**config.mk**
```make
export PLATFORM = sky130hd
export DESIGN_NAME = mips_regfile
export DESIGN_NICKNAME = d
export VERILOG_FILES = /design/src/mips_regfile.sv
export SDC_FILE = /design/constraint.sdc
export NUM_CORES = 2
export LEC_CHECK = 0
export ABC_CLOCK_PERIOD_IN_PS = 2200
export BUFFER_PORTS_ARGS = -buffer_cell sky130_fd_sc_hd__buf_2
export CAP_MARGIN = 15
export CORE_UTILIZATION = 40
export CTS_BUF_LIST = sky130_fd_sc_hd__clkbuf_2 sky130_fd_sc_hd__clkbuf_4 sky130_fd_sc_hd__clkbuf_8
export DETAILED_ROUTE_END_ITERATION = 10
export GPL_ROUTABILITY_DRIVEN = 0
export PLACE_DENSITY = 0.52
export SLEW_MARGIN = 40
export SYNTH_ARGS = -nofsm -noshare
export SYNTH_HDL_FRONTEND = slang
export SYNTH_SLANG_ARGS = --single-unit
```
**constraint.sdc**
```tcl
create_clock -name clk -period 2.2 [get_ports clk]
set_input_delay 0.33 -clock clk [delete_from_list [all_inputs] [get_ports clk]]
set_output_delay 0.33 -clock clk [all_outputs]
set_load 0.1 [all_outputs]
```
**src/mips_regfile.sv**
```systemverilog
// General purpose register file
`timescale 1ns/1ps
`default_nettype none

module mips_regfile (
  input  logic        clk,
  input  logic        reset,
  input  logic        enable,
  input  logic [4:0]  rs_addr,
  input  logic [4:0]  rt_addr,
  input  logic [4:0]  wr_addr,
  input  logic        wr_en,
  input  logic [31:0] wr_data,
  output logic [31:0] rs_data,
  output logic [31:0] rt_data,
  output logic [31:0] v0
);

  logic [31:0] regs [32];

  // Combinational reads
  assign rs_data = regs[rs_addr];
  assign rt_data = regs[rt_addr];

  // Register 2 for the external debug port
  assign v0 = regs[2];

  always_ff @(posedge clk)
  begin
    if (reset)
    begin
      for (int i = 0; i < 32; i++)
      begin
        regs[i] <= 32'd0;
      end
    end
    // Register 0 never leaves zero
    else if (enable && wr_en && (wr_addr != 5'd0))
    begin
      regs[wr_addr] <= wr_data;
    end
  end

endmodule

`default_nettype wire

```
== Word-level counts from Yosys, hierarchy flattened ==
Memory sizes are Yosys's and may differ from the RTL's.
Cells that the tools add are included.

* Register bits: 0
* Latch bits: 0
* RAM bits: 1024
* Memory bits (read-only): 0
* Output and inout port bits: 96
* Word-level logic and storage cells: 13
* Memories: 1

* Add/sub/neg operators: 0
* Multiply operators: 0
* Div/mod/pow operators: 0
* Order comparisons: 0
* Equal/unequal tests: 0
* Shift-type cells: 0
* Mux-type cells: 8
* Bitwise logic cells: 0
* Reductions and logical operators: 4

{| class="wikitable"
|+ Memories
! name !! words !! width !! rd ports !! clocked after memory_dff !! wr ports !! line !! RTL
|-
| regs || 32 || 32 || 3 || 0 || 32 || 19 || <nowiki>logic [31:0] regs [32];</nowiki>
|}

{| class="wikitable"
|+ Operators by type and width
! operator !! number
|-
| 32-bit two-way mux || 1
|-
| 32-bit OR reduction || 1
|-
| 1-bit two-way mux || 6
|-
| 5-bit two-way mux || 1
|-
| 5-bit nonzero test || 1
|-
| 1-bit logical AND || 2
|}

== Depth between registers and ports, before layout ==
* Word-level depth: 7
* Mapped depth: 8
* Depth with buffers taken out: 5

== Least setup slack after synthesis ==
No wires, ideal clock.

* Kind: reg-to-output
* Start: memory regs[2][25]
* End: output port rs_data[25]
* Data arrival time: 2262 ps
* Setup slack: -392 ps
* Cell stages (with the launch flop): 6
* Buffers on the path: 0
* Cell sequence: edfxtp_1 mux2i_1 a22o_1 nor3_1 a31oi_1 nand3_1

{| class="wikitable"
|+ RTL lines
! element !! line !! RTL
|-
| start: declaration || 19 ||
|-
| end: declaration || 14 || <nowiki>output logic [31:0] rs_data,</nowiki>
|}

==> metrics list <==
* Post-route insts no fill: 7188
* CTS tree: done
* Io pins: 147
* Placed instance count: 6795
- After detailed routing, the number of vias per cell comes to roughly 5.8.
* Initial antenna violation count: 23
- Leading registers by flop count: regs x1024
- Critical path cell sequence: mux2i_1, a22o_1, nor3_2, a31oi_1, buf_4, nand3_4, buf_12
* Highest achievable clock rate: 334 MHz
* Sinks on Clock Net: 1024
* Number of flip-flops under the largest register name: 1024
- The initial utilization of the core area, before any placement, comes to 0.402.
* Wire per inst: 31.1 µm
- The library cells used most frequently in the layout, excluding fill and tap cells, are 1024 x sky130_fd_sc_hd__edfxtp_1, 1018 x sky130_fd_sc_hd__mux2i_1, 992 x sky130_fd_sc_hd__and2_1.
* Arrival @ worst endpoint: about 2.7 ns
- The number of slew-limit violations in the final report is 0.
* Die extent in x: 376 µm
- At the pin with the least slew margin, the transition time is 0.735 ns.
- Estimated wirelength of the detail-placed design: about 150000 µm
- Entering global routing, the biggest net connects 64 pins.
- Die Span Y: 376 µm
- Overall routing resource usage: 0.312
* Sequential cell area fraction in the yosys report: 0.548
- Together, buffers and inverters on the worst path number 2.
- Number of synthesized flops with an enable pin: 1024
- Final WS setup: -0.790 ns
- At the end of the flow the core is filled with cells to 0.508.
* Area of the die: 0.142 mm²
- The worst setup path is captured at an output pin.
- Number of warnings printed during yosys synthesis: 0
* Mean instance size in the synthesized netlist: approximately 12 µm²
- Once detail routing completed, the nets flagged for antenna violations numbered 0.
- Crit-path leading delay family: flip-flops
- Area growth from synthesis to layout: 26.3%
- The clock passes through at most 3 buffers.
- After detailed routing, the total wire length is ~220000 µm.
- For this run, the slowest stage of the critical path takes 0.52 ns.
- The run finished, with violations left.
- The first routing iteration left 4530 violations.
- Flop and latch count out of synthesis: approximately 1000
* Area of the multi-input gates: 0.0249 mm²
- The register with the most flip-flops in the final layout is regs.
- Clock-pin slew was measured on the worst setup and hold paths at 0.06 ns.
- Failing checks: setup timing
- Summed area of non-filler cells in the final layout: just over 0.07 mm²
* Maximum Capacitance Violations: 0
- Nets: 5209
- IR analysis of the VDD net gives a maximum drop of between 0.4 and 0.5 mV.
- Worst setup startpoint: regs[2][0]$_SDFFCE_PN0P_
- Via count of the first global-routing pass: 41500
* Instance area after placement: ~0.066 mm²
- Headroom to the max-slew limit came out at 0.510.
- The layout has 12100 filler cells.
- Dividing the final minimum period by the clock period gives 1.36.
* Shortest clock period the worst path allows after layout: 2.99 ns
- Most common cell after layout, fill and taps aside: sky130_fd_sc_hd__edfxtp_1
- Number of port buffers: 146
- Category of the critical setup timing path: reg -> out
- Most used DFF post-synth: sky130_fd_sc_hd__edfxtp_1
* Clock buffer count from CTS: 186
- Summed over all cells, the static leakage comes to 0.0283 µW.
* Drt first pass iters: 6
* H-tree levels: 4
- Layout cell share with drive strength beyond 1: 0.246
* Vias after detailed routing: 41500
- Critical path's slowest cell: sky130_fd_sc_hd__edfxtp_1
- Setup-violating endpoint count in the final report: 65
- Setup repair after global routing missed its margin: true
* Mapped cell area: approximately 0.056 mm²
- Standard-cell rows: 137
* Root Buffer: sky130_fd_sc_hd__clkbuf_8
- Async S/R FF share, synth: 0
- Register cell area after layout: 0.0307 mm²
- The final-report hold violation count came to 0.
* Setup TNS Final: -31.97 ns
- Hold path start: wr_data[31]
* Class of the tightest hold or removal check: in -> reg
- The core region is 0.139 mm².
- Sum of overflow across all layers after global routing: 0
- Synth unique cells: 32
- Startpoint kind of the worst setup timing path: register
- First-pass GRT wire length: 312000 µm
* Critical path data required time: 1.87 ns
- Gate Count Post-Synth: ~4600
- Along the worst path, the maximum fanout reaches 3.
* Total chip power: 50600 µW
- Power spread over the standard cell area amounts to 715 mW/mm².
- In the routed design, unresolved DRC markers number 0.
## final timing paths
| path | endpoint | slack [ns] | cells after the start |
|---|---|---|---|
| setup / recovery | rt_data[0] | -0.79 | 7 |
| hold / removal | regs[15][31]$_SDFFCE_PN0P_ | 0.09 | 2 |
## stage by stage
step           worst slack [ns]  hold slack (ns)
6_report                 -0.790           0.0867
5_1_grt                  -0.857           0.0499
4_1_cts                  -0.823           0.0125
3_5_place_dp             -0.366            0.966
3_3_place_gp             -0.374            0.966
2_1_floorplan            0.0236            0.528
## kinds of logic after synthesis
| family | after synthesis | share of synthesized area |
|---|---|---|
| and+or+nand+nor | 1534 | 0.158 |
| AOI/OAI and AO/OA | 576 | 0.0700 |
| muxes | 1024 | 0.183 |
| other | 1 | 0.0000669 |
| DFF | 1024 | 0.548 |
| buffers and inverters | 445 | 0.0409 |
## cells in the mapped netlist, types with 15 or more instances
| cell type | number | area [µm²] |
|---|---|---|
| sky130_fd_sc_hd__edfxtp_1 | 1024 | 30700 |
| sky130_fd_sc_hd__mux2i_1 | 1024 | 10200 |
| sky130_fd_sc_hd__and2_1 | 994 | 6220 |
| sky130_fd_sc_hd__clkbuf_1 | 212 | 796 |
| sky130_fd_sc_hd__nand2_1 | 196 | 736 |
| sky130_fd_sc_hd__nand3_1 | 193 | 966 |
| sky130_fd_sc_hd__a21oi_1 | 192 | 961 |
| sky130_fd_sc_hd__a22oi_1 | 192 | 1440 |
| sky130_fd_sc_hd__a22o_1 | 128 | 1120 |
| sky130_fd_sc_hd__buf_2 | 71 | 355 |
| sky130_fd_sc_hd__buf_4 | 65 | 488 |
| sky130_fd_sc_hd__a31oi_1 | 64 | 400 |
| sky130_fd_sc_hd__nor3_1 | 64 | 320 |
| sky130_fd_sc_hd__clkbuf_2 | 43 | 215 |
| sky130_fd_sc_hd__or2_2 | 33 | 206 |
| sky130_fd_sc_hd__buf_6 | 30 | 338 |
| sky130_fd_sc_hd__buf_1 | 21 | 78.8 |
| sky130_fd_sc_hd__nor2_1 | 15 | 56.3 |
## area by class of cell
class | instances | share of cell area
repair buffers | 780 | 0.130
flip-flops and latches | 1024 | 0.434
clock inverters | 81 | 0.00718
multi-input cells | 3166 | 0.351
well taps | 1876 | 0.0332
clock buffers | 250 | 0.0430
diodes | 11 | 0.000389
## report_power, final
part	total (µW)	leakage (µW)	internal, µW	switching, µW
combinational	9460	0.0167	3560	5900
sequential	23100	0.00974	22500	604
clock	18000	0.00189	9450	8580
total	50600	0.0283	35500	15100
## per-layer routing
| metal | share of wire | routed length (µm) | track usage |
|---|---|---|---|
| met1 | 0.43 | 95700 | 0.432 |
| met2 | 0.45 | 101000 | 0.484 |
| met3 | 0.077 | 17200 | 0.0498 |
| met4 | 0.042 | 9450 | 0.135 |
| met5 | 0 | 0 | 0 |
## repair_timing
| item | 4_1_cts | 5_1_grt |
|---|---|---|
| pin swaps | 129 | 77 |
| setup buffers | 22 | 12 |
| hold buffers | 24 | 0 |
| endpoints found under the hold margin | 556 | 0 |
| resized for setup | 193 | 50 |
| endpoints found under the setup margin | 90 | 67 |
(Power assumes the default switching activity.)
