===== config.mk =====
export PLATFORM = sky130hd
export DESIGN_NAME = mips_load_align
export DESIGN_NICKNAME = d
export VERILOG_FILES = /design/src/mips_pkg.sv /design/src/mips_load_align.sv
export SDC_FILE = /design/constraint.sdc
export NUM_CORES = 1
export LEC_CHECK = 0
export BUFFER_PORTS_ARGS = -buffer_cell sky130_fd_sc_hd__clkbuf_2
export CAP_MARGIN = 40
export CELL_PAD_IN_SITES_DETAIL_PLACEMENT = 1
export CELL_PAD_IN_SITES_GLOBAL_PLACEMENT = 1
export CORE_MARGIN = 2
export CORE_UTILIZATION = 28
export DETAILED_ROUTE_END_ITERATION = 10
export GPL_ROUTABILITY_DRIVEN = 0
export PLACE_DENSITY = 0.9
export SYNTH_ARGS = -nofsm -noshare
export SYNTH_HDL_FRONTEND = slang
export SYNTH_SLANG_ARGS = --single-unit

===== constraint.sdc =====
create_clock -name vclk -period 1.8
set_input_delay 0.36 -clock vclk [all_inputs]
set_output_delay 0.36 -clock vclk [all_outputs]
set_load 0.05 [all_outputs]

===== src/mips_pkg.sv =====
// MIPS32 subset shared definitions
`default_nettype none

package mips_pkg;

  // Boot address of the program
  localparam logic [31:0] RESET_VECTOR = 32'hBFC00000;

  // Major opcodes, bits 31:26
  typedef enum logic [5:0] {
    OP_SPECIAL = 6'h00,
    OP_REGIMM  = 6'h01,
    OP_J       = 6'h02,
    OP_JAL     = 6'h03,
    OP_BEQ     = 6'h04,
    OP_BNE     = 6'h05,
    OP_BLEZ    = 6'h06,
    OP_BGTZ    = 6'h07,
    OP_ADDIU   = 6'h09,
    OP_SLTI    = 6'h0A,
    OP_SLTIU   = 6'h0B,
    OP_ANDI    = 6'h0C,
    OP_ORI     = 6'h0D,
    OP_XORI    = 6'h0E,
    OP_LUI     = 6'h0F,
    OP_LB      = 6'h20,
    OP_LH      = 6'h21,
    OP_LW      = 6'h23,
    OP_LBU     = 6'h24,
    OP_LHU     = 6'h25,
    OP_SW      = 6'h2B
  } opcode_e;

  // Function field of the special class, bits 5:0
  typedef enum logic [5:0] {
    FN_SLL   = 6'h00,
    FN_SRL   = 6'h02,
    FN_SRA   = 6'h03,
    FN_JR    = 6'h08,
    FN_JALR  = 6'h09,
    FN_MFHI  = 6'h10,
    FN_MTHI  = 6'h11,
    FN_MFLO  = 6'h12,
    FN_MTLO  = 6'h13,
    FN_MULT  = 6'h18,
    FN_MULTU = 6'h19,
    FN_ADDU  = 6'h21,
    FN_SUBU  = 6'h23,
    FN_AND   = 6'h24,
    FN_OR    = 6'h25,
    FN_XOR   = 6'h26,
    FN_NOR   = 6'h27,
    FN_SLT   = 6'h2A,
    FN_SLTU  = 6'h2B
  } funct_e;

  typedef enum logic [3:0] {
    ALU_ADD, ALU_SUB, ALU_AND, ALU_OR, ALU_XOR, ALU_NOR, ALU_SLT,
    ALU_SLTU, ALU_SLL, ALU_SRL, ALU_SRA, ALU_LUI, ALU_PASS_RS
  } alu_op_e;

  typedef enum logic [2:0] {
    BR_NONE, BR_EQ, BR_NE, BR_LEZ, BR_GTZ, BR_LTZ, BR_GEZ
  } branch_e;

  // Write-back source
  typedef enum logic [1:0] {WB_ALU, WB_LOAD, WB_LINK, WB_HILO} wb_sel_e;

  typedef enum logic [2:0] {
    LD_WORD, LD_BYTE_S, LD_BYTE_U, LD_HALF_S, LD_HALF_U
  } load_e;

  // Decoded control word; all zero is a no-op
  typedef struct packed {
    logic    reg_write;
    logic    reg_dst_rd;
    logic    link_ra;
    alu_op_e alu_op;
    logic    alu_src_imm;
    logic    imm_zero_ext;
    branch_e branch;
    logic    jump;
    logic    jump_reg;
    logic    mem_read;
    logic    mem_write;
    wb_sel_e wb_sel;
    load_e   load_kind;
    logic    mult_signed;
    logic    mult_en;
    logic    hi_write;
    logic    lo_write;
    logic    hilo_sel_hi;
  } ctrl_t;

endpackage

`default_nettype wire


===== src/mips_load_align.sv =====
// Sub-word load extraction
`timescale 1ns/1ps
`default_nettype none

module mips_load_align (
  input  logic [31:0]     word,
  input  logic [1:0]      byte_offset,
  input  mips_pkg::load_e kind,
  output logic [31:0]     value
);
  import mips_pkg::*;

  logic [7:0]  lane_byte;
  logic [15:0] lane_half;

  // Big-endian lanes, offset 0 is the top byte
  always_comb
  begin
    case (byte_offset)
      2'd0:    lane_byte = word[31:24];
      2'd1:    lane_byte = word[23:16];
      2'd2:    lane_byte = word[15:8];
      default: lane_byte = word[7:0];
    endcase
  end

  assign lane_half = byte_offset[1] ? word[15:0] : word[31:16];

  always_comb
  begin
    case (kind)
      LD_BYTE_S: value = {{24{lane_byte[7]}}, lane_byte};
      LD_BYTE_U: value = {24'd0, lane_byte};
      LD_HALF_S: value = {{16{lane_half[15]}}, lane_half};
      LD_HALF_U: value = {16'd0, lane_half};
      default:   value = word;
    endcase
  end

endmodule

`default_nettype wire


=== Yosys cells after proc, flatten, opt, wreduce, memory -nomap -nowiden ===
Index checks and enable logic that the tools add are counted.
W data, S select, Z words.

* Flip-flop bits (word level): 0

* Equality and inequality tests: 6
* Mux-type cells: 3
* Reductions and logical operators: 1

{| class="wikitable"
|+ Operators with widths
! operator !! count
|-
| $pmux W32 S4 || 1
|-
| $pmux W8 S3 || 1
|-
| $mux W16 || 1
|-
| $eq A3 B2 Y1 const B || 2
|-
| $eq A3 B1 Y1 const B || 1
|-
| $eq A3 B3 Y1 const B || 1
|-
| $eq A2 B1 Y1 const B || 1
|-
| $eq A2 B2 Y1 const B || 1
|-
| $logic_not A2 Y1 || 1
|}

=== Depth between registers and ports, before layout ===
* Depth in word-level cells: 3
* Depth in mapped cells: 6
* Mapped depth without buffers: 3

=== Least setup slack after synthesis ===
OpenSTA, ideal clock, no wires.

* Path type: input-to-output
* Start: input port kind[1]
* End: output port value[9]
* Buffers on the path: 3
* Data arrival time: 1820 ps
* Required time: 1440 ps
* Stages on the path: 6
* Slack: -380 ps
* Cells stage by stage: buf_2 clkbuf_1 clkbuf_1 nor3b_1 o21ai_0 o2111ai_1

* Longest elaborated chain between the ends: 2

{| class="wikitable"
|+ Ends and longest elaborated chain
! what !! RTL line !! text
|-
| from (decl) || mips_load_align.sv:8 || <nowiki>input mips_pkg::load_e kind,</nowiki>
|-
| $eq A3 B3 Y1 (tied with other cells) || mips_load_align.sv:31 || <nowiki>case (kind)</nowiki>
|-
| $pmux W32 S4 (*) || mips_load_align.sv:31 ||
|-
| to (decl) || mips_load_align.sv:9 || <nowiki>output logic [31:0] value</nowiki>
|}

Every way passes the cells marked *; elsewhere a longest branch is shown, timed or not.

=== Worst setup path after layout ===
* Start: input port byte_offset[0]
* End: output port value[7]

* Longest elaborated chain between the ends: 3

{| class="wikitable"
|+ Ends and longest elaborated chain
! what !! RTL line !! text
|-
| from (decl) || mips_load_align.sv:7 || <nowiki>input logic [1:0] byte_offset,</nowiki>
|-
| $eq A2 B2 Y1 (tied with other cells) || mips_load_align.sv:19 || <nowiki>case (byte_offset)</nowiki>
|-
| $pmux W8 S3 (*) || mips_load_align.sv:19 ||
|-
| $pmux W32 S4 (*) || mips_load_align.sv:31 ||
|}

Marks and branches as above.

==> impl_metrics.ini <==
[outcome]
outcome = complete, but fails checks
violations = negative setup slack

[cells_and_area]
fin_nets = 272
antennaDiodeCount = 0
nFillCells = 388
clkbuf_count = 0
seq_area_um2 = 0
layout-drive-gt1-share = 0.773
nFlopsAndLatches = 0
syn_to_final_growth_pct = 136

[hold_path]
hold_class = in -> out
hold_path.startpoint = word[2]

[yosys]
syn_nets = 159
synth.most_common_cell = a21o_1
syn_inst = 122
synth_cell_types = 34
syn_area_um2 = 1040
yosysTopAreaCell = mux4_1
syn_avg_cell_area_um2 = 8.50
synth_top_area_share = 0.152
synth-seq-area-share = 0
yosys_warnings = 0
ys_top_cells_by_area = mux4_1 15%, a21o_1 8.0%, a221o_1 7.7%, and4b_1 7.7%, o2111ai_1 5.9%

[clock_tree]
hold_buffers = 0

[floorplan]
initial_core_util = 0.288
die_area_um2 = 4210
dieHeight_um = 64.9
io_pins = 69
fp.coreArea_um2 = 3610
die_w_um = 64.9
rows = 22

[timing]
min_period_ns = 2.24
worst-slew-pin-transition_ns = 0.378
max_slew_margin = 0.745
max_freq_mhz = 447
finalSetupViolations = 32
worst_slack_ns = -0.437
period_share = 1.24
final-hold-violation-count = 0
finalMaxSlewViolations = 0
rsz0062_at_grt = true
hold-worst-slack_ns = 1.13

[critical_path]
arrival_ns = 1.88
worstSetupStartpointType = input pin
worst_setup_path_end_kind = output pin
required_ns = 1.44
path_class = in -> out
startpoint = byte_offset[0]
crit_fanout = 4

[drt]
vias = 1790
drc = 0
routed_wl_mm = 8.20
ant_nets = 0
first_pass_iters = 4
avgViaCountPerCell = 6.37
drt_iter0_drc = 175
wire_per_inst_um = 29.2

[job]
drv_cap = 0

[pwr]
power.density_nw_per_um2 = 487
peakVddDrop_mv = 0.242
p_leak_uw = 0.00118

[placement]
dp_hpwl_mm = 4.33
io_buffers = 69
dp_slack_ns = -0.533

[grt]
grt_pass1_wl_mm = 11.7
grt_overflow_total = 0
grt_max_degree = 17
first_global_vias = 1792
antenna_found_initial = 0
grt_util_all_layers = 0.373
## critical path, stage by stage
cell and delay (ns):
clkbuf_16 0.12, mux4_2 0.55, buf_6 0.15, and3_4 0.15
a221o_2 0.34, clkbuf_16 0.19
## placed cells by master (no fill, tap or decap), types with 8 or more instances in the layout
master     netlist  final
inv_1            8      8
a221o_2          0      8
and4b_1          8      8
nor3b_1          8      8
clkbuf_2         1     33
a21o_4           0     15
o21ai_0          8      8
buf_8            0     10
clkbuf_16        0      9
buf_4            0     50
mux4_2           2      8
## layer usage
metal | vias up | GRT usage | part of all wire
li1 | 731 | - | -
met1 | 887 | 0.492 | 0.42
met2 | 147 | 0.630 | 0.46
met3 | 25 | 0.0712 | 0.085
met4 | 0 | 0.0771 | 0.034
met5 | - | 0 | 0
## kinds of logic after synthesis
logic type,share of synthesized area
XOR/XNOR,0.0169
multiplexers,0.206
AND/OR/NAND/NOR,0.304
AO/OA/AOI/OAI,0.359
buffers and inverters,0.113
## layout make-up
class	count	area [um^2]	share of cell area
timing repair buffer	124	1200	0.492
multi-input combinational	101	1150	0.472
tap	48	60.1	0.0246
inverter	8	30.0	0.0123
## per-stage QoR
step | setup TNS, ns | utilization | power, uW | instance area (um^2) | instances
floorplan | -6.61 | - | 593 | 1210 | 122
global placement | -13.76 | 0.535 | 867 | 1930 | 271
detailed placement | -15.61 | 0.535 | 891 | 1930 | 271
CTS | -10.75 | 0.656 | 1090 | 2370 | 278
global route | -12.16 | 0.678 | 1220 | 2450 | 281
finish | -11.54 | 0.678 | 1190 | 2450 | 281
## repair_timing
| item | 4_1_cts | 5_1_grt |
|---|---|---|
| setup endpoints to repair | 32 | 32 |
| resized for setup | 80 | 25 |
| pin swaps | 9 | 3 |
| gates cloned | 1 | 0 |
| setup buffers | 6 | 5 |
## power by group
part	internal (uW)	leakage, uW	total (uW)	switching (uW)
Sequential	0	0	0	0
Combinational	544	0.00118	1190	647
Clock	0	0	0	0
Total	544	0.00118	1190	647
## final timing paths
kind | cells after the start | slack [ns] | to
setup / recovery | 6 | -0.44 | value[7]
hold / removal | 3 | 1.13 | value[2]
Note: power is estimated with default switching activity, not from simulation.
