[config.mk]
export PLATFORM = sky130hd
export DESIGN_NAME = mips_next_pc
export DESIGN_NICKNAME = d
export VERILOG_FILES = /design/src/mips_pkg.sv /design/src/mips_next_pc.sv
export SDC_FILE = /design/constraint.sdc
export NUM_CORES = 1
export LEC_CHECK = 0
export ABC_CLOCK_PERIOD_IN_PS = 8140
export BUFFER_PORTS_ARGS = -buffer_cell sky130_fd_sc_hd__buf_2
export CAP_MARGIN = 0
export CORE_MARGIN = 4
export CORE_UTILIZATION = 35
export CTS_BUF_LIST = sky130_fd_sc_hd__clkbuf_16
export DETAILED_ROUTE_END_ITERATION = 8
export PLACE_DENSITY = 0.63
export SLEW_MARGIN = 20
export SYNTH_ARGS = -nofsm -noshare
export SYNTH_HDL_FRONTEND = slang
export SYNTH_SLANG_ARGS = --single-unit
[constraint.sdc]
create_clock -name clk -period 8.14 [get_ports clk]
set_clock_uncertainty 0.05 [all_clocks]
set_input_delay 1.221 -clock clk [delete_from_list [all_inputs] [get_ports clk]]
set_output_delay 1.221 -clock clk [all_outputs]
set_load 0.01 [all_outputs]
[src/mips_pkg.sv]
// MIPS32 subset shared definitions
`default_nettype none

package mips_pkg;

  // Boot address of the program
  localparam logic [31:0] RESET_VECTOR = 32'hBFC00000;

  // Major opcodes, bits 31:26
  typedef enum logic [5:0] {
    OP_SPECIAL = 6'h00,
    OP_REGIMM  = 6'h01,
    OP_J       = 6'h02,
    OP_JAL     = 6'h03,
    OP_BEQ     = 6'h04,
    OP_BNE     = 6'h05,
    OP_BLEZ    = 6'h06,
    OP_BGTZ    = 6'h07,
    OP_ADDIU   = 6'h09,
    OP_SLTI    = 6'h0A,
    OP_SLTIU   = 6'h0B,
    OP_ANDI    = 6'h0C,
    OP_ORI     = 6'h0D,
    OP_XORI    = 6'h0E,
    OP_LUI     = 6'h0F,
    OP_LB      = 6'h20,
    OP_LH      = 6'h21,
    OP_LW      = 6'h23,
    OP_LBU     = 6'h24,
    OP_LHU     = 6'h25,
    OP_SW      = 6'h2B
  } opcode_e;

  // Function field of the special class, bits 5:0
  typedef enum logic [5:0] {
    FN_SLL   = 6'h00,
    FN_SRL   = 6'h02,
    FN_SRA   = 6'h03,
    FN_JR    = 6'h08,
    FN_JALR  = 6'h09,
    FN_MFHI  = 6'h10,
    FN_MTHI  = 6'h11,
    FN_MFLO  = 6'h12,
    FN_MTLO  = 6'h13,
    FN_MULT  = 6'h18,
    FN_MULTU = 6'h19,
    FN_ADDU  = 6'h21,
    FN_SUBU  = 6'h23,
    FN_AND   = 6'h24,
    FN_OR    = 6'h25,
    FN_XOR   = 6'h26,
    FN_NOR   = 6'h27,
    FN_SLT   = 6'h2A,
    FN_SLTU  = 6'h2B
  } funct_e;

  typedef enum logic [3:0] {
    ALU_ADD, ALU_SUB, ALU_AND, ALU_OR, ALU_XOR, ALU_NOR, ALU_SLT,
    ALU_SLTU, ALU_SLL, ALU_SRL, ALU_SRA, ALU_LUI, ALU_PASS_RS
  } alu_op_e;

  typedef enum logic [2:0] {
    BR_NONE, BR_EQ, BR_NE, BR_LEZ, BR_GTZ, BR_LTZ, BR_GEZ
  } branch_e;

  // Write-back source
  typedef enum logic [1:0] {WB_ALU, WB_LOAD, WB_LINK, WB_HILO} wb_sel_e;

  typedef enum logic [2:0] {
    LD_WORD, LD_BYTE_S, LD_BYTE_U, LD_HALF_S, LD_HALF_U
  } load_e;

  // Decoded control word; all zero is a no-op
  typedef struct packed {
    logic    reg_write;
    logic    reg_dst_rd;
    logic    link_ra;
    alu_op_e alu_op;
    logic    alu_src_imm;
    logic    imm_zero_ext;
    branch_e branch;
    logic    jump;
    logic    jump_reg;
    logic    mem_read;
    logic    mem_write;
    wb_sel_e wb_sel;
    load_e   load_kind;
    logic    mult_signed;
    logic    mult_en;
    logic    hi_write;
    logic    lo_write;
    logic    hilo_sel_hi;
  } ctrl_t;

endpackage

`default_nettype wire

[src/mips_next_pc.sv]
// Program counter with delay-slot redirect
`timescale 1ns/1ps
`default_nettype none

module mips_next_pc #(
  parameter logic [31:0] RESET_VECTOR = mips_pkg::RESET_VECTOR
) (
  input  logic            clk,
  input  logic            reset,
  input  logic            enable,
  input  mips_pkg::ctrl_t ctrl,
  input  logic            branch_taken,
  input  logic [31:0]     rs_data,
  input  logic [15:0]     imm,
  input  logic [25:0]     target_index,
  output logic [31:0]     pc,
  output logic [31:0]     pc_plus8,
  output logic            active
);

  logic [31:0] pc_plus4;
  logic [31:0] branch_target;
  logic [31:0] jump_target;
  logic [31:0] target;
  logic        transfer;
  logic        redirect_pending;
  logic [31:0] redirect_target;
  logic [31:0] next_pc;

  assign pc_plus4 = pc + 32'd4;
  assign pc_plus8 = pc + 32'd8;

  // Branch offset is in words, relative to the delay slot
  assign branch_target = pc_plus4 + {{14{imm[15]}}, imm, 2'b00};
  // Jump stays in the 256 MB region of the delay slot
  assign jump_target   = {pc_plus4[31:28], target_index, 2'b00};

  assign target = ctrl.jump_reg ? rs_data :
                  ctrl.jump     ? jump_target : branch_target;

  assign transfer = ctrl.jump | ctrl.jump_reg | branch_taken;

  // Delay slot runs first, the target one cycle later
  assign next_pc = redirect_pending ? redirect_target : pc_plus4;

  always_ff @(posedge clk)
  begin
    if (reset)
    begin
      pc               <= RESET_VECTOR;
      redirect_pending <= 1'b0;
      active           <= 1'b1;
    end
    else if (enable)
    begin
      pc               <= next_pc;
      redirect_pending <= transfer;
      // Fetch from address 0 means halt
      if (pc == 32'd0)
        active <= 1'b0;
    end
  end

  always_ff @(posedge clk)
  begin
    if (enable)
      redirect_target <= target;
  end

endmodule

`default_nettype wire

# Word level (Yosys, flattened, before mapping)
# Index checks and enable logic that the tools add are counted.
# op_classes
add_sub_neg	3
mux	3
bitwise_logic	2
n_reduce_logical	2
# ops
cell	n
two-way mux 32 bit	3
adder 32 x 3 -> 32 bit (second input constant)	1
adder 32 bit	1
adder 32 x 4 -> 32 bit (second input constant)	1
logical NOT 32 bit	1
bitwise OR 1 bit	2
AND reduction 2 bit	1
# word_totals
ff_bits	66
input_bits	104
out_inout_bits	65
wordCells	14

# Longest topological paths before layout
# depth
depth_word	4
mapped_depth	16

# Worst setup path before layout
# No wires, ideal clock.
# synth_path
path_type	register to register
startpoint	reg pc[3]
endpoint	reg redirect_target[31] (data pin)
arrival_time_ps	3532
required_time_ps	7830
path_slack_ps	4298
stages_incl_launch_ff	16
path_buffers	0
cell_sequence	dfxtp_1 ha_1 and3_4 nand4_4 nor2_4 nand2_2 or4_4 xnor2_1 ha_1 a21oi_1 o211ai_1 a31oi_1 mux2_2 o211ai_1 xnor2_1 mux2_2
# synth_between
elab_chain_len	4
# synth_lines
item	line_no	source
start: declaration	mips_next_pc.sv:16	output logic [31:0] pc,
start signal: assignment	mips_next_pc.sv:56	pc <= next_pc;
adder 32 x 3 -> 32 bit *	mips_next_pc.sv:30	assign pc_plus4 = pc + 32'd4;
adder 32 bit	mips_next_pc.sv:34	assign branch_target = pc_plus4 + {{14{imm[15]}}, imm, 2'b00};
two-way mux 32 bit *	mips_next_pc.sv:39	ctrl.jump ? jump_target : branch_target;
two-way mux 32 bit *	mips_next_pc.sv:38	assign target = ctrl.jump_reg ? rs_data :
via target[31]	mips_next_pc.sv:24	logic [31:0] target;
end signal: assignment	mips_next_pc.sv:67	redirect_target <= target;
end: declaration	mips_next_pc.sv:27	logic [31:0] redirect_target;
# The timed path passes the listed nets; every way through them passes the cells marked *.
# A chain may end at the register's enable or synchronous reset.

# Worst setup path after layout
# layout_path
startpoint	reg pc[2]
endpoint	reg redirect_target[31] (data pin)
# The elaborated chain is that of the path after synthesis.

==> impl_metrics.yaml <==
die:
  die_x_um: 139
  core_um2: 16700
  io_pins: 169
  initial_core_util_pct: 36.0
  die_h_um: 139
  design.die.area_um2: 19400
  rows: 47
yosys:
  yosysSeqAreaShare_pct: 27.3
  synth_compound_area_share_pct: 20.4
  synth_edf_count: 32
  ys_types: 65
  synthAdderAreaFrac_pct: 8.23
  synth_mux_area_share_pct: 4.97
  async_flop_share_pct: 0
  synth_top_family_by_area: "simple AND/OR/NAND/NOR gates"
  syn-num-nets: 903
  yosysWarnings: 0
  synth_area_per_cell_um2: 7.92
  synth-simple-area-share_pct: 23.4
  syn_inst: 760
  syn_area_um2: 6020
  synth_top_flop_cell: "dfxtp_1"
  synthXorXnorAreaFrac_pct: 10.5
  ys_seq_elements: 66
place:
  placed_cells: 1069
  dp_hpwl_um: 14900
  place_area_um2: 6780
  pre_cts_ws_ns: 3.48
  gp_congestion: 0.882
  portBuffers: 144
critical_path:
  rr_startpoint: "pc[2]"
  r2r_end: "redirect_target[31]"
  setup.worst_path.class: "flop to flop"
  worst-endpoint-arrival_ns: 4.79
  critPathTopFamily: "compound AO/OA/AOI/OAI gates"
  crit_path_max_fanout: 15
  r2r_cells: 15
  path_buf_inv: 0
  cpMaxStageDelayCell: "dfxtp_1"
  worst_setup_path_end_kind: "flop"
  start_kind: "flop"
  critPathRequiredTime_ns: 8.17
  critical-path-max-stage-delay_ns: 0.69
  regToRegSetupSlack_ns: 3.38
  path_cells: "ha_1, and3_1, nand4_2, nor2_1, nand3_1, xnor2_1, ha_1, a21oi_1, o21ai_0, o21bai_1, a21oi_1, a2111o_1, o211ai_1, xnor2_1, mux2_2"
cts:
  clk_path_buf_depth: 2
  cts_hold_buf: 0
  numClockSinks: 66
  clkLatencyLatePin_ns: 0.33
  numCtsBuffers: 9
  post_cts_buffers: 0
  cts_tree: "done"
  root_buffer: "clkbuf_16"
  cts_resized: 0
  clk_pin_slew_ns: 0.05
  htreeDepth: 3
pwr:
  p_total_mw: 1.06
  p_comb_share_pct: 29.3
  p_sw_uw: 351
  p_seq_share_pct: 39.1
  switching_share_pct: 33.1
  clockPowerShare_pct: 31.6
  ir_worst_vdd_mv: 0.0725
  p_int_uw: 708
  power_density_nw_per_um2: 150
  leakagePower_nw: 3.01
route:
  wl_um: 19500
  firstDrtPassIters: 5
  vias: 5942
  ant_nets: 0
  drt-initial-drc-count: 529
  routedWlPerCell_um: 17.9
  via_per_inst: 5.48
  drc_errors: 0
sta:
  fin_tns_setup_ns: 0
  fmax_ghz: 0.210
  setup_viol: 0
  setup_ws_ns: 3.38
  slew_viol_final: 0
  worstMarginPinSlew_ns: 0.920
  period_share_pct: 58.5
  relSlewSlack_pct: 38.6
  fin_crit_ns: 4.76
  hold_viol: 0
  fin_hold_ws_ns: 0.417
  rsz0062_at_grt: "no"
finish:
  design_area_um2: 7040
  drive_gt1_share_pct: 21.8
  layout.cells.non_filler: 1085
  final_core_util_pct: 42.1
  syn2layout_area_growth_pct: 16.9
  nets: 1003
  antenna_cells: 0
run_status:
  status: "completed"
global_route:
  overflow: 0
  antenna_found_initial: 0
  grt_pass1_wl_um: 30900
  grt_pass1_vias: 5604
  grt_use_total_pct: 19.7
  grt_max_degree: 65
hold_path:
  worstHoldStart: "active"
  holdPathStages: 2
  whs_endpoint: "active"
  hold_class: "flop to flop"
flow_run:
  cap_viol_max_count: 0
## power by group through the flow
stage / sequential (mW) / clock, mW / combinational, mW
finish: 0.414 / 0.334 / 0.310
global route: 0.419 / 0.352 / 0.344
CTS: 0.413 / 0.342 / 0.308
detailed placement: 0.420 / 0 / 0.307
global placement: 0.420 / 0 / 0.306
floorplan: 0.399 / 0 / 0.225
## cells in the final DEF, fill, tap and decap left out, types with 31 or more instances in the layout
master,count
a21oi_1,62
nand2_1,85
edfxtp_1,32
nand3_1,31
xnor2_1,46
o21ai_0,38
nor2_1,82
ha_1,38
buf_2,144
dfxtp_1,34
## metal layers
| metal | track usage [%] | routed length (um) | vias up | part of all wire (%) |
|---|---|---|---|---|
| li1 | - | - | 2946 | - |
| met5 | 0 | 0 | - | 0 |
| met1 | 29.2 | 9300 | 2764 | 48 |
| met3 | 1.90 | 1140 | 19 | 5.8 |
| met2 | 30.5 | 8710 | 213 | 45 |
| met4 | 5.51 | 316 | 0 | 1.6 |
## how the worst max path moves through the flow
stage | slack [ns] | start | endpoint | depth (start not counted)
after floorplan | 4.30 | pc[3] | redirect_target[31] | 15
after global placement | 3.49 | pc[4] | redirect_target[31] | 15
after detailed placement | 3.48 | pc[2] | redirect_target[31] | 14
after CTS | 3.45 | pc[2] | redirect_target[31] | 14
after global routing | 3.02 | pc[2] | redirect_target[31] | 14
final | 3.38 | pc[2] | redirect_target[31] | 15
## logic make-up after synthesis
group / count (synthesis)
DFF: 66
buffers and inverters: 72
and+or+nand+nor: 289
adders and majority gates: 39
xor gates and xnor gates: 72
AOI/OAI and AO/OA: 194
muxes: 28
## tightest hold or removal path: stages (launching register included)
cell      delay (ns)
dfxtp_1         0.31
o21ai_0         0.07
nand2b_1        0.05
## Yosys cell counts, drive strengths merged (3+ instances only)
| master | count | area share [%] |
|---|---|---|
| nor3b | 4 | 0.67 |
| buf | 20 | 1.9 |
| nand4 | 19 | 2.3 |
| nor4 | 10 | 1.0 |
| a211oi | 6 | 0.75 |
| and4 | 4 | 0.58 |
| xnor2 | 46 | 6.7 |
| nand2 | 86 | 5.4 |
| o21a | 10 | 1.2 |
| o21ai | 39 | 3.2 |
| nor3 | 13 | 1.2 |
| nand2b | 8 | 0.83 |
| mux2 | 12 | 2.3 |
| xor2 | 26 | 3.8 |
| dfxtp | 34 | 11 |
| clkbuf | 39 | 2.5 |
| a221oi | 13 | 1.9 |
| inv | 13 | 0.81 |
| o211ai | 12 | 1.5 |
| and3 | 7 | 0.81 |
| ha | 38 | 7.9 |
| or2 | 6 | 0.62 |
| o22ai | 9 | 0.94 |
| mux2i | 16 | 2.7 |
| a22oi | 4 | 0.50 |
| nand3 | 31 | 2.6 |
| o21bai | 10 | 1.2 |
| a21oi | 62 | 5.2 |
| nor2 | 84 | 5.4 |
| a21o | 11 | 1.4 |
| or3 | 7 | 0.73 |
| a31oi | 4 | 0.42 |
| edfxtp | 32 | 16 |
| nor2b | 3 | 0.31 |
## cell type report
type                            count  area (um2)
Clock buffer                        9         225
Clock inverter                      7        31.3
Fill cell                        1751        9660
Inverter                           13        48.8
Multi-Input combinational cell    622        4060
Sequential cell                    66        1640
Tap cell                          220         275
Timing Repair Buffer              148         751
## sequential cells by signal, summed over array words and instances (netlist names)
signal	count
redirect_pending	1
pc	32
active	1
redirect_target	32
(Power assumes the default switching activity.)
