$ cat src/mips_pkg.sv
// MIPS32 subset shared definitions
`default_nettype none

package mips_pkg;

  // Boot address of the program
  localparam logic [31:0] RESET_VECTOR = 32'hBFC00000;

  // Major opcodes, bits 31:26
  typedef enum logic [5:0] {
    OP_SPECIAL = 6'h00,
    OP_REGIMM  = 6'h01,
    OP_J       = 6'h02,
    OP_JAL     = 6'h03,
    OP_BEQ     = 6'h04,
    OP_BNE     = 6'h05,
    OP_BLEZ    = 6'h06,
    OP_BGTZ    = 6'h07,
    OP_ADDIU   = 6'h09,
    OP_SLTI    = 6'h0A,
    OP_SLTIU   = 6'h0B,
    OP_ANDI    = 6'h0C,
    OP_ORI     = 6'h0D,
    OP_XORI    = 6'h0E,
    OP_LUI     = 6'h0F,
    OP_LB      = 6'h20,
    OP_LH      = 6'h21,
    OP_LW      = 6'h23,
    OP_LBU     = 6'h24,
    OP_LHU     = 6'h25,
    OP_SW      = 6'h2B
  } opcode_e;

  // Function field of the special class, bits 5:0
  typedef enum logic [5:0] {
    FN_SLL   = 6'h00,
    FN_SRL   = 6'h02,
    FN_SRA   = 6'h03,
    FN_JR    = 6'h08,
    FN_JALR  = 6'h09,
    FN_MFHI  = 6'h10,
    FN_MTHI  = 6'h11,
    FN_MFLO  = 6'h12,
    FN_MTLO  = 6'h13,
    FN_MULT  = 6'h18,
    FN_MULTU = 6'h19,
    FN_ADDU  = 6'h21,
    FN_SUBU  = 6'h23,
    FN_AND   = 6'h24,
    FN_OR    = 6'h25,
    FN_XOR   = 6'h26,
    FN_NOR   = 6'h27,
    FN_SLT   = 6'h2A,
    FN_SLTU  = 6'h2B
  } funct_e;

  typedef enum logic [3:0] {
    ALU_ADD, ALU_SUB, ALU_AND, ALU_OR, ALU_XOR, ALU_NOR, ALU_SLT,
    ALU_SLTU, ALU_SLL, ALU_SRL, ALU_SRA, ALU_LUI, ALU_PASS_RS
  } alu_op_e;

  typedef enum logic [2:0] {
    BR_NONE, BR_EQ, BR_NE, BR_LEZ, BR_GTZ, BR_LTZ, BR_GEZ
  } branch_e;

  // Write-back source
  typedef enum logic [1:0] {WB_ALU, WB_LOAD, WB_LINK, WB_HILO} wb_sel_e;

  typedef enum logic [2:0] {
    LD_WORD, LD_BYTE_S, LD_BYTE_U, LD_HALF_S, LD_HALF_U
  } load_e;

  // Decoded control word; all zero is a no-op
  typedef struct packed {
    logic    reg_write;
    logic    reg_dst_rd;
    logic    link_ra;
    alu_op_e alu_op;
    logic    alu_src_imm;
    logic    imm_zero_ext;
    branch_e branch;
    logic    jump;
    logic    jump_reg;
    logic    mem_read;
    logic    mem_write;
    wb_sel_e wb_sel;
    load_e   load_kind;
    logic    mult_signed;
    logic    mult_en;
    logic    hi_write;
    logic    lo_write;
    logic    hilo_sel_hi;
  } ctrl_t;

endpackage

`default_nettype wire

$ cat src/mips_control.sv
// Instruction decoder
`timescale 1ns/1ps
`default_nettype none

module mips_control (
  input  logic [31:0]     instr,
  output mips_pkg::ctrl_t ctrl
);
  import mips_pkg::*;

  opcode_e    opcode;
  funct_e     funct;
  logic [4:0] rt;

  assign opcode = opcode_e'(instr[31:26]);
  assign funct  = funct_e'(instr[5:0]);
  assign rt     = instr[20:16];

  always_comb
  begin
    // Start from a no-op, then switch on what the instruction needs
    ctrl = '0;
    case (opcode)
      OP_SPECIAL:
      begin
        case (funct)
          FN_ADDU: {ctrl.reg_write, ctrl.reg_dst_rd, ctrl.alu_op} = {2'b11, ALU_ADD};
          FN_SUBU: {ctrl.reg_write, ctrl.reg_dst_rd, ctrl.alu_op} = {2'b11, ALU_SUB};
          FN_AND:  {ctrl.reg_write, ctrl.reg_dst_rd, ctrl.alu_op} = {2'b11, ALU_AND};
          FN_OR:   {ctrl.reg_write, ctrl.reg_dst_rd, ctrl.alu_op} = {2'b11, ALU_OR};
          FN_XOR:  {ctrl.reg_write, ctrl.reg_dst_rd, ctrl.alu_op} = {2'b11, ALU_XOR};
          FN_NOR:  {ctrl.reg_write, ctrl.reg_dst_rd, ctrl.alu_op} = {2'b11, ALU_NOR};
          FN_SLT:  {ctrl.reg_write, ctrl.reg_dst_rd, ctrl.alu_op} = {2'b11, ALU_SLT};
          FN_SLTU: {ctrl.reg_write, ctrl.reg_dst_rd, ctrl.alu_op} = {2'b11, ALU_SLTU};
          // Shifts by the shamt field, operand is rt
          FN_SLL:  {ctrl.reg_write, ctrl.reg_dst_rd, ctrl.alu_op} = {2'b11, ALU_SLL};
          FN_SRL:  {ctrl.reg_write, ctrl.reg_dst_rd, ctrl.alu_op} = {2'b11, ALU_SRL};
          FN_SRA:  {ctrl.reg_write, ctrl.reg_dst_rd, ctrl.alu_op} = {2'b11, ALU_SRA};
          FN_JR:   ctrl.jump_reg = 1'b1;
          FN_JALR:
          begin
            // Link goes to rd, normally 31
            ctrl.jump_reg   = 1'b1;
            ctrl.reg_write  = 1'b1;
            ctrl.reg_dst_rd = 1'b1;
            ctrl.wb_sel     = WB_LINK;
          end
          FN_MFHI:
          begin
            ctrl.reg_write   = 1'b1;
            ctrl.reg_dst_rd  = 1'b1;
            ctrl.wb_sel      = WB_HILO;
            ctrl.hilo_sel_hi = 1'b1;
          end
          FN_MFLO:
          begin
            ctrl.reg_write  = 1'b1;
            ctrl.reg_dst_rd = 1'b1;
            ctrl.wb_sel     = WB_HILO;
          end
          FN_MTHI: {ctrl.hi_write, ctrl.alu_op} = {1'b1, ALU_PASS_RS};
          FN_MTLO: {ctrl.lo_write, ctrl.alu_op} = {1'b1, ALU_PASS_RS};
          FN_MULT:
          begin
            ctrl.mult_en     = 1'b1;
            ctrl.mult_signed = 1'b1;
            ctrl.hi_write    = 1'b1;
            ctrl.lo_write    = 1'b1;
          end
          FN_MULTU: {ctrl.mult_en, ctrl.hi_write, ctrl.lo_write} = 3'b111;
          default: ctrl = '0;
        endcase
      end
      // Only bltz and bgez in the regimm class
      OP_REGIMM:
      begin
        if (rt == 5'd0)
          ctrl.branch = BR_LTZ;
        else if (rt == 5'd1)
          ctrl.branch = BR_GEZ;
      end
      OP_J:    ctrl.jump = 1'b1;
      OP_JAL:  {ctrl.jump, ctrl.reg_write, ctrl.link_ra, ctrl.wb_sel} = {3'b111, WB_LINK};
      OP_BEQ:  ctrl.branch = BR_EQ;
      OP_BNE:  ctrl.branch = BR_NE;
      OP_BLEZ: ctrl.branch = BR_LEZ;
      OP_BGTZ: ctrl.branch = BR_GTZ;
      OP_ADDIU: {ctrl.reg_write, ctrl.alu_src_imm, ctrl.alu_op} = {2'b11, ALU_ADD};
      OP_SLTI:  {ctrl.reg_write, ctrl.alu_src_imm, ctrl.alu_op} = {2'b11, ALU_SLT};
      OP_SLTIU: {ctrl.reg_write, ctrl.alu_src_imm, ctrl.alu_op} = {2'b11, ALU_SLTU};
      OP_LUI:   {ctrl.reg_write, ctrl.alu_src_imm, ctrl.alu_op} = {2'b11, ALU_LUI};
      // Logical immediates are zero extended
      OP_ANDI: {ctrl.reg_write, ctrl.alu_src_imm, ctrl.imm_zero_ext, ctrl.alu_op} = {3'b111, ALU_AND};
      OP_ORI:  {ctrl.reg_write, ctrl.alu_src_imm, ctrl.imm_zero_ext, ctrl.alu_op} = {3'b111, ALU_OR};
      OP_XORI: {ctrl.reg_write, ctrl.alu_src_imm, ctrl.imm_zero_ext, ctrl.alu_op} = {3'b111, ALU_XOR};
      OP_LW, OP_LB, OP_LBU, OP_LH, OP_LHU:
      begin
        // Address is rs plus signed offset
        ctrl.reg_write   = 1'b1;
        ctrl.alu_src_imm = 1'b1;
        ctrl.alu_op      = ALU_ADD;
        ctrl.mem_read    = 1'b1;
        ctrl.wb_sel      = WB_LOAD;
        case (opcode)
          OP_LB:   ctrl.load_kind = LD_BYTE_S;
          OP_LBU:  ctrl.load_kind = LD_BYTE_U;
          OP_LH:   ctrl.load_kind = LD_HALF_S;
          OP_LHU:  ctrl.load_kind = LD_HALF_U;
          default: ctrl.load_kind = LD_WORD;
        endcase
      end
      OP_SW: {ctrl.mem_write, ctrl.alu_src_imm, ctrl.alu_op} = {2'b11, ALU_ADD};
      default: ctrl = '0;
    endcase
  end

endmodule

`default_nettype wire

$ cat config.mk
export PLATFORM = sky130hd
export DESIGN_NAME = mips_control
export DESIGN_NICKNAME = d
export VERILOG_FILES = /design/src/mips_pkg.sv /design/src/mips_control.sv
export SDC_FILE = /design/constraint.sdc
export NUM_CORES = 1
export LEC_CHECK = 0
export BUFFER_PORTS_ARGS = -buffer_cell sky130_fd_sc_hd__buf_2
export CAP_MARGIN = 20
export CELL_PAD_IN_SITES_DETAIL_PLACEMENT = 1
export CELL_PAD_IN_SITES_GLOBAL_PLACEMENT = 1
export CORE_ASPECT_RATIO = 1.75
export CORE_UTILIZATION = 25
export DETAILED_ROUTE_END_ITERATION = 10
export GPL_TIMING_DRIVEN = 0
export PLACE_DENSITY = 0.95
export SLEW_MARGIN = 20
export SYNTH_ARGS = -nofsm -noshare
export SYNTH_HDL_FRONTEND = slang
export SYNTH_SLANG_ARGS = --single-unit
export TNS_END_PERCENT = 30
$ cat constraint.sdc
create_clock -name vclk -period 3.7
set_input_delay 0.74 -clock vclk [all_inputs]
set_output_delay 0.74 -clock vclk [all_outputs]
set_load 0.01 [all_outputs]
Word level (Yosys, flattened, before mapping)
Cells that the tools add are included.
{"block": "word_totals", "input_bits": 32, "ff_bits": 0}
{"block": "op_classes", "eq_ne": 39, "n_reduce_logical": 15, "n_mux": 25}
{"op": "$eq A6 B6 Y1 const B", "count": 14}
{"op": "$eq A6 B4 Y1 const B", "count": 9}
{"op": "$pmux W4 S11", "count": 1}
{"op": "$pmux W5 S8", "count": 1}
{"op": "$eq A6 B5 Y1 const B", "count": 6}
{"op": "$eq A6 B2 Y1 const B", "count": 4}
{"op": "$eq A6 B3 Y1 const B", "count": 4}
{"op": "$pmux W3 S5", "count": 1}
{"op": "$reduce_or A14 Y1", "count": 1}
{"op": "$mux W1", "count": 13}
{"op": "$reduce_or A13 Y1", "count": 1}
{"op": "$logic_not A6 Y1", "count": 2}
{"op": "$pmux W3 S4", "count": 1}
{"op": "$reduce_or A2 Y1", "count": 5}
{"op": "$mux W3", "count": 3}
{"op": "$reduce_or A3 Y1", "count": 3}
{"op": "$reduce_or A7 Y1", "count": 1}
{"op": "$eq A6 B1 Y1 const B", "count": 1}
{"op": "$pmux W2 S3", "count": 1}
{"op": "$eq A5 B1 Y1 const B", "count": 1}
{"op": "$logic_not A5 Y1", "count": 1}
{"op": "$mux W5", "count": 1}
{"op": "$reduce_or A5 Y1", "count": 1}
{"op": "$pmux W2 S2", "count": 1}
{"op": "2 further kinds", "count": 2}

Logic depth before layout (Yosys ltp)
{"block": "logic_depth", "ltp_word": 4, "depth_mapped": 6}

Worst setup path after synthesis
Ideal clock, no wire load.
{"block": "synth_timing", "path_kind": "input port to output port", "startpoint": "input instr[20]", "endpoint": "output ctrl[15] (netlist bit)", "stages": 4, "arrival_time_ns": 2.145, "n_path_buf": 0, "setup_slack_ns": 0.815, "t_required_ns": 2.960, "path_cell_list": "or4_1 or3_1 or3b_1 a21oi_1"}
{"item": "from (decl)", "line_no": "mips_control.sv:6", "text": "input logic [31:0] instr,"}
{"item": "to (decl)", "line_no": "mips_control.sv:7", "text": "output mips_pkg::ctrl_t ctrl"}

==> impl_metrics.ini <==
[run_status]
status = complete, no violations

[yosys]
yosys.area.top_type = a21oi_1
synth_area_um2 = 635.6
syn_nets = 147
ys_seq_area_share_pct = 0
synthXorXnorAreaFrac_pct = 2.756
synth_fa_ha_area_share_pct = 0
synth-warning-count = 0
synth.distinct_cells = 37
yosys.area_share.simple_pct = 57.68
syn_avg_cell_area_um2 = 5.527
synth_compound_gate_area_share_pct = 29.53
synth_mux_area_share_pct = 0
synthTopCellsByArea = a21oi_1 8.7%, nand2_1 8.3%, clkbuf_1 7.1%, nor3_1 6.3%, nor2_1 5.9%
synth_top_area_share_pct = 8.661
synthCells = 115
synth_top_family_by_area = simple AND/OR/NAND/NOR gates

[timing]
finalCritPeriodShare_pct = 83.09
rsz0062_at_grt = no
fin_setup_tns_ps = 0
finalHoldViolations = 0
max_freq_ghz = 0.3253
worst_slew_pin_slew_ps = 578.4
maxSlewViolCount = 0
max_slew_margin_pct = 61.09
period_needed_ps = 3074
finalSetupViolCount = 0

[routing]
drt-vias-per-instance = 5.597
vias = 985
drc = 0
firstDrtPassIters = 3
drtIter0Drc = 13
totalWireLength_mm = 2.350
drtAntennaViolNets = 0
post_drt_wl_per_cell_um = 13.35

[cells_and_area]
seq_cells = 0
mostFrequentLayoutCells = 36 x buf_2, 14 x nand2_1, 12 x clkbuf_1
fillers = 357
mostFrequentLayoutCell = buf_2
area_growth_pct = 33.27
antenna_cells = 0
seq_area_um2 = 0
final_area_um2 = 847.1
final_cells = 176
nets = 185
drive_gt1_share_pct = 27.15
nClkBuffers = 0

[pwr]
clkPwrFrac_pct = 0
seq_power_share_pct = 0
power.leakage_uw = 0.0003752
vdd_drop_max_v = 0.00003825
p_int_uw = 25.79
p_switching_uw = 44.14
p_per_area_nw_per_um2 = 82.56
combPwrFrac_pct = 100.0
p_sw_share_pct = 63.12

[global_routing]
overflow = 0
grt_usage_pct = 18.61
grt_pass1_wl_mm = 3.898
grt_pass1_vias = 911
grt_max_degree = 11
antenna_found_initial = 0

[critical_path]
cp.required_ps = 2960
crit_family = simple AND/OR/NAND/NOR gates
arrival_ps = 2330
crit_path_start = instr[31]
criticalPathCategory = primary input to output port
start_kind = primary input
crit_chain = clkbuf_1 > nor4_1 > nand2_1 > nor4_2 > o21bai_1 > buf_2
max_stage_delay_ps = 580
crit_path_top_delay_cell = nor4_1
critPathBufInv = 2
path_max_fanout = 9
critPathCaptureType = output port

[placed_design]
numPortBuffers = 36
gp_congestion = 0.7903
dp.cells = 176
placed_cell_area_um2 = 847.1
place_hpwl_mm = 2.003

[die]
rows = 23
die_h_um = 68.70
fp.dieArea_um2 = 2756
die_w_um = 40.12
initial_core_util_pct = 26.94
core_area_um2 = 2360
io_pins = 58

[clock_network]
ctsResizeCount = 0
cts_setup_buffers = 0
ctsHoldBuffers = 0

[worst_hold_path]
hold_path_class = primary input to output port
min_from = instr[30]

[job]
max_cap_violations = 0
## cells in the mapped netlist, types with 3 or more instances
cell type / count
nand2_1: 14
clkbuf_1: 12
a21oi_1: 11
nor2_1: 10
nor3_1: 8
nand2b_1: 5
o21ai_0: 5
inv_1: 4
or3_1: 4
nand3_1: 3
nor4_1: 3
## cell families (layout without fill, tap and decap cells)
group | count (synthesis) | in the layout
AO/OA/AOI/OAI | 30 | 30
XOR/XNOR | 2 | 2
buffers and inverters | 17 | 53
AND/OR/NAND/NOR | 66 | 66
## through the flow
| stage | utilization [%] | setup slack [ps] | total power (uW) | hold WS (ps) |
|---|---|---|---|---|
| after floorplan | - | 815.1 | 47.47 | 1534 |
| after global placement | 35.90 | 632.2 | 68.19 | 1810 |
| after detailed placement | 35.90 | 612.1 | 70.35 | 1816 |
| after CTS | 35.90 | 599.3 | 70.43 | 1815 |
| after global routing | 35.90 | 469.9 | 79.00 | 1845 |
| final | 35.90 | 625.8 | 69.93 | 1810 |
## final timing paths
kind | endpoint | slack, ps | cells after the start
worst max-delay path | ctrl[25] | 630 | 6
worst min-delay path | ctrl[18] | 1810 | 3
## power by group through the flow
stage | registers (uW) | clock network [uW] | logic, uW
after floorplan | 0 | 0 | 47.5
final | 0 | 0 | 69.9
after detailed placement | 0 | 0 | 70.3
after CTS | 0 | 0 | 70.4
after global placement | 0 | 0 | 68.2
after global routing | 0 | 0 | 79.0
## cell type report
| cell class | count | area, um^2 | share of cell area, % |
|---|---|---|---|
| repair buffers | 36 | 180.2 | 21.27 |
| well taps | 25 | 31.28 | 3.693 |
| inverters | 4 | 15.01 | 1.773 |
| plain buffers | 13 | 48.80 | 5.761 |
| multi-input cells | 98 | 571.8 | 67.50 |
## routing by layer
metal  global-route usage (%)  routed length (um)
met5                        0                   0
met4                    2.586                  13
met3                   0.6410                  59
met2                    36.69                1384
met1                    20.74                 893
Power figures use the tool's default switching activity.
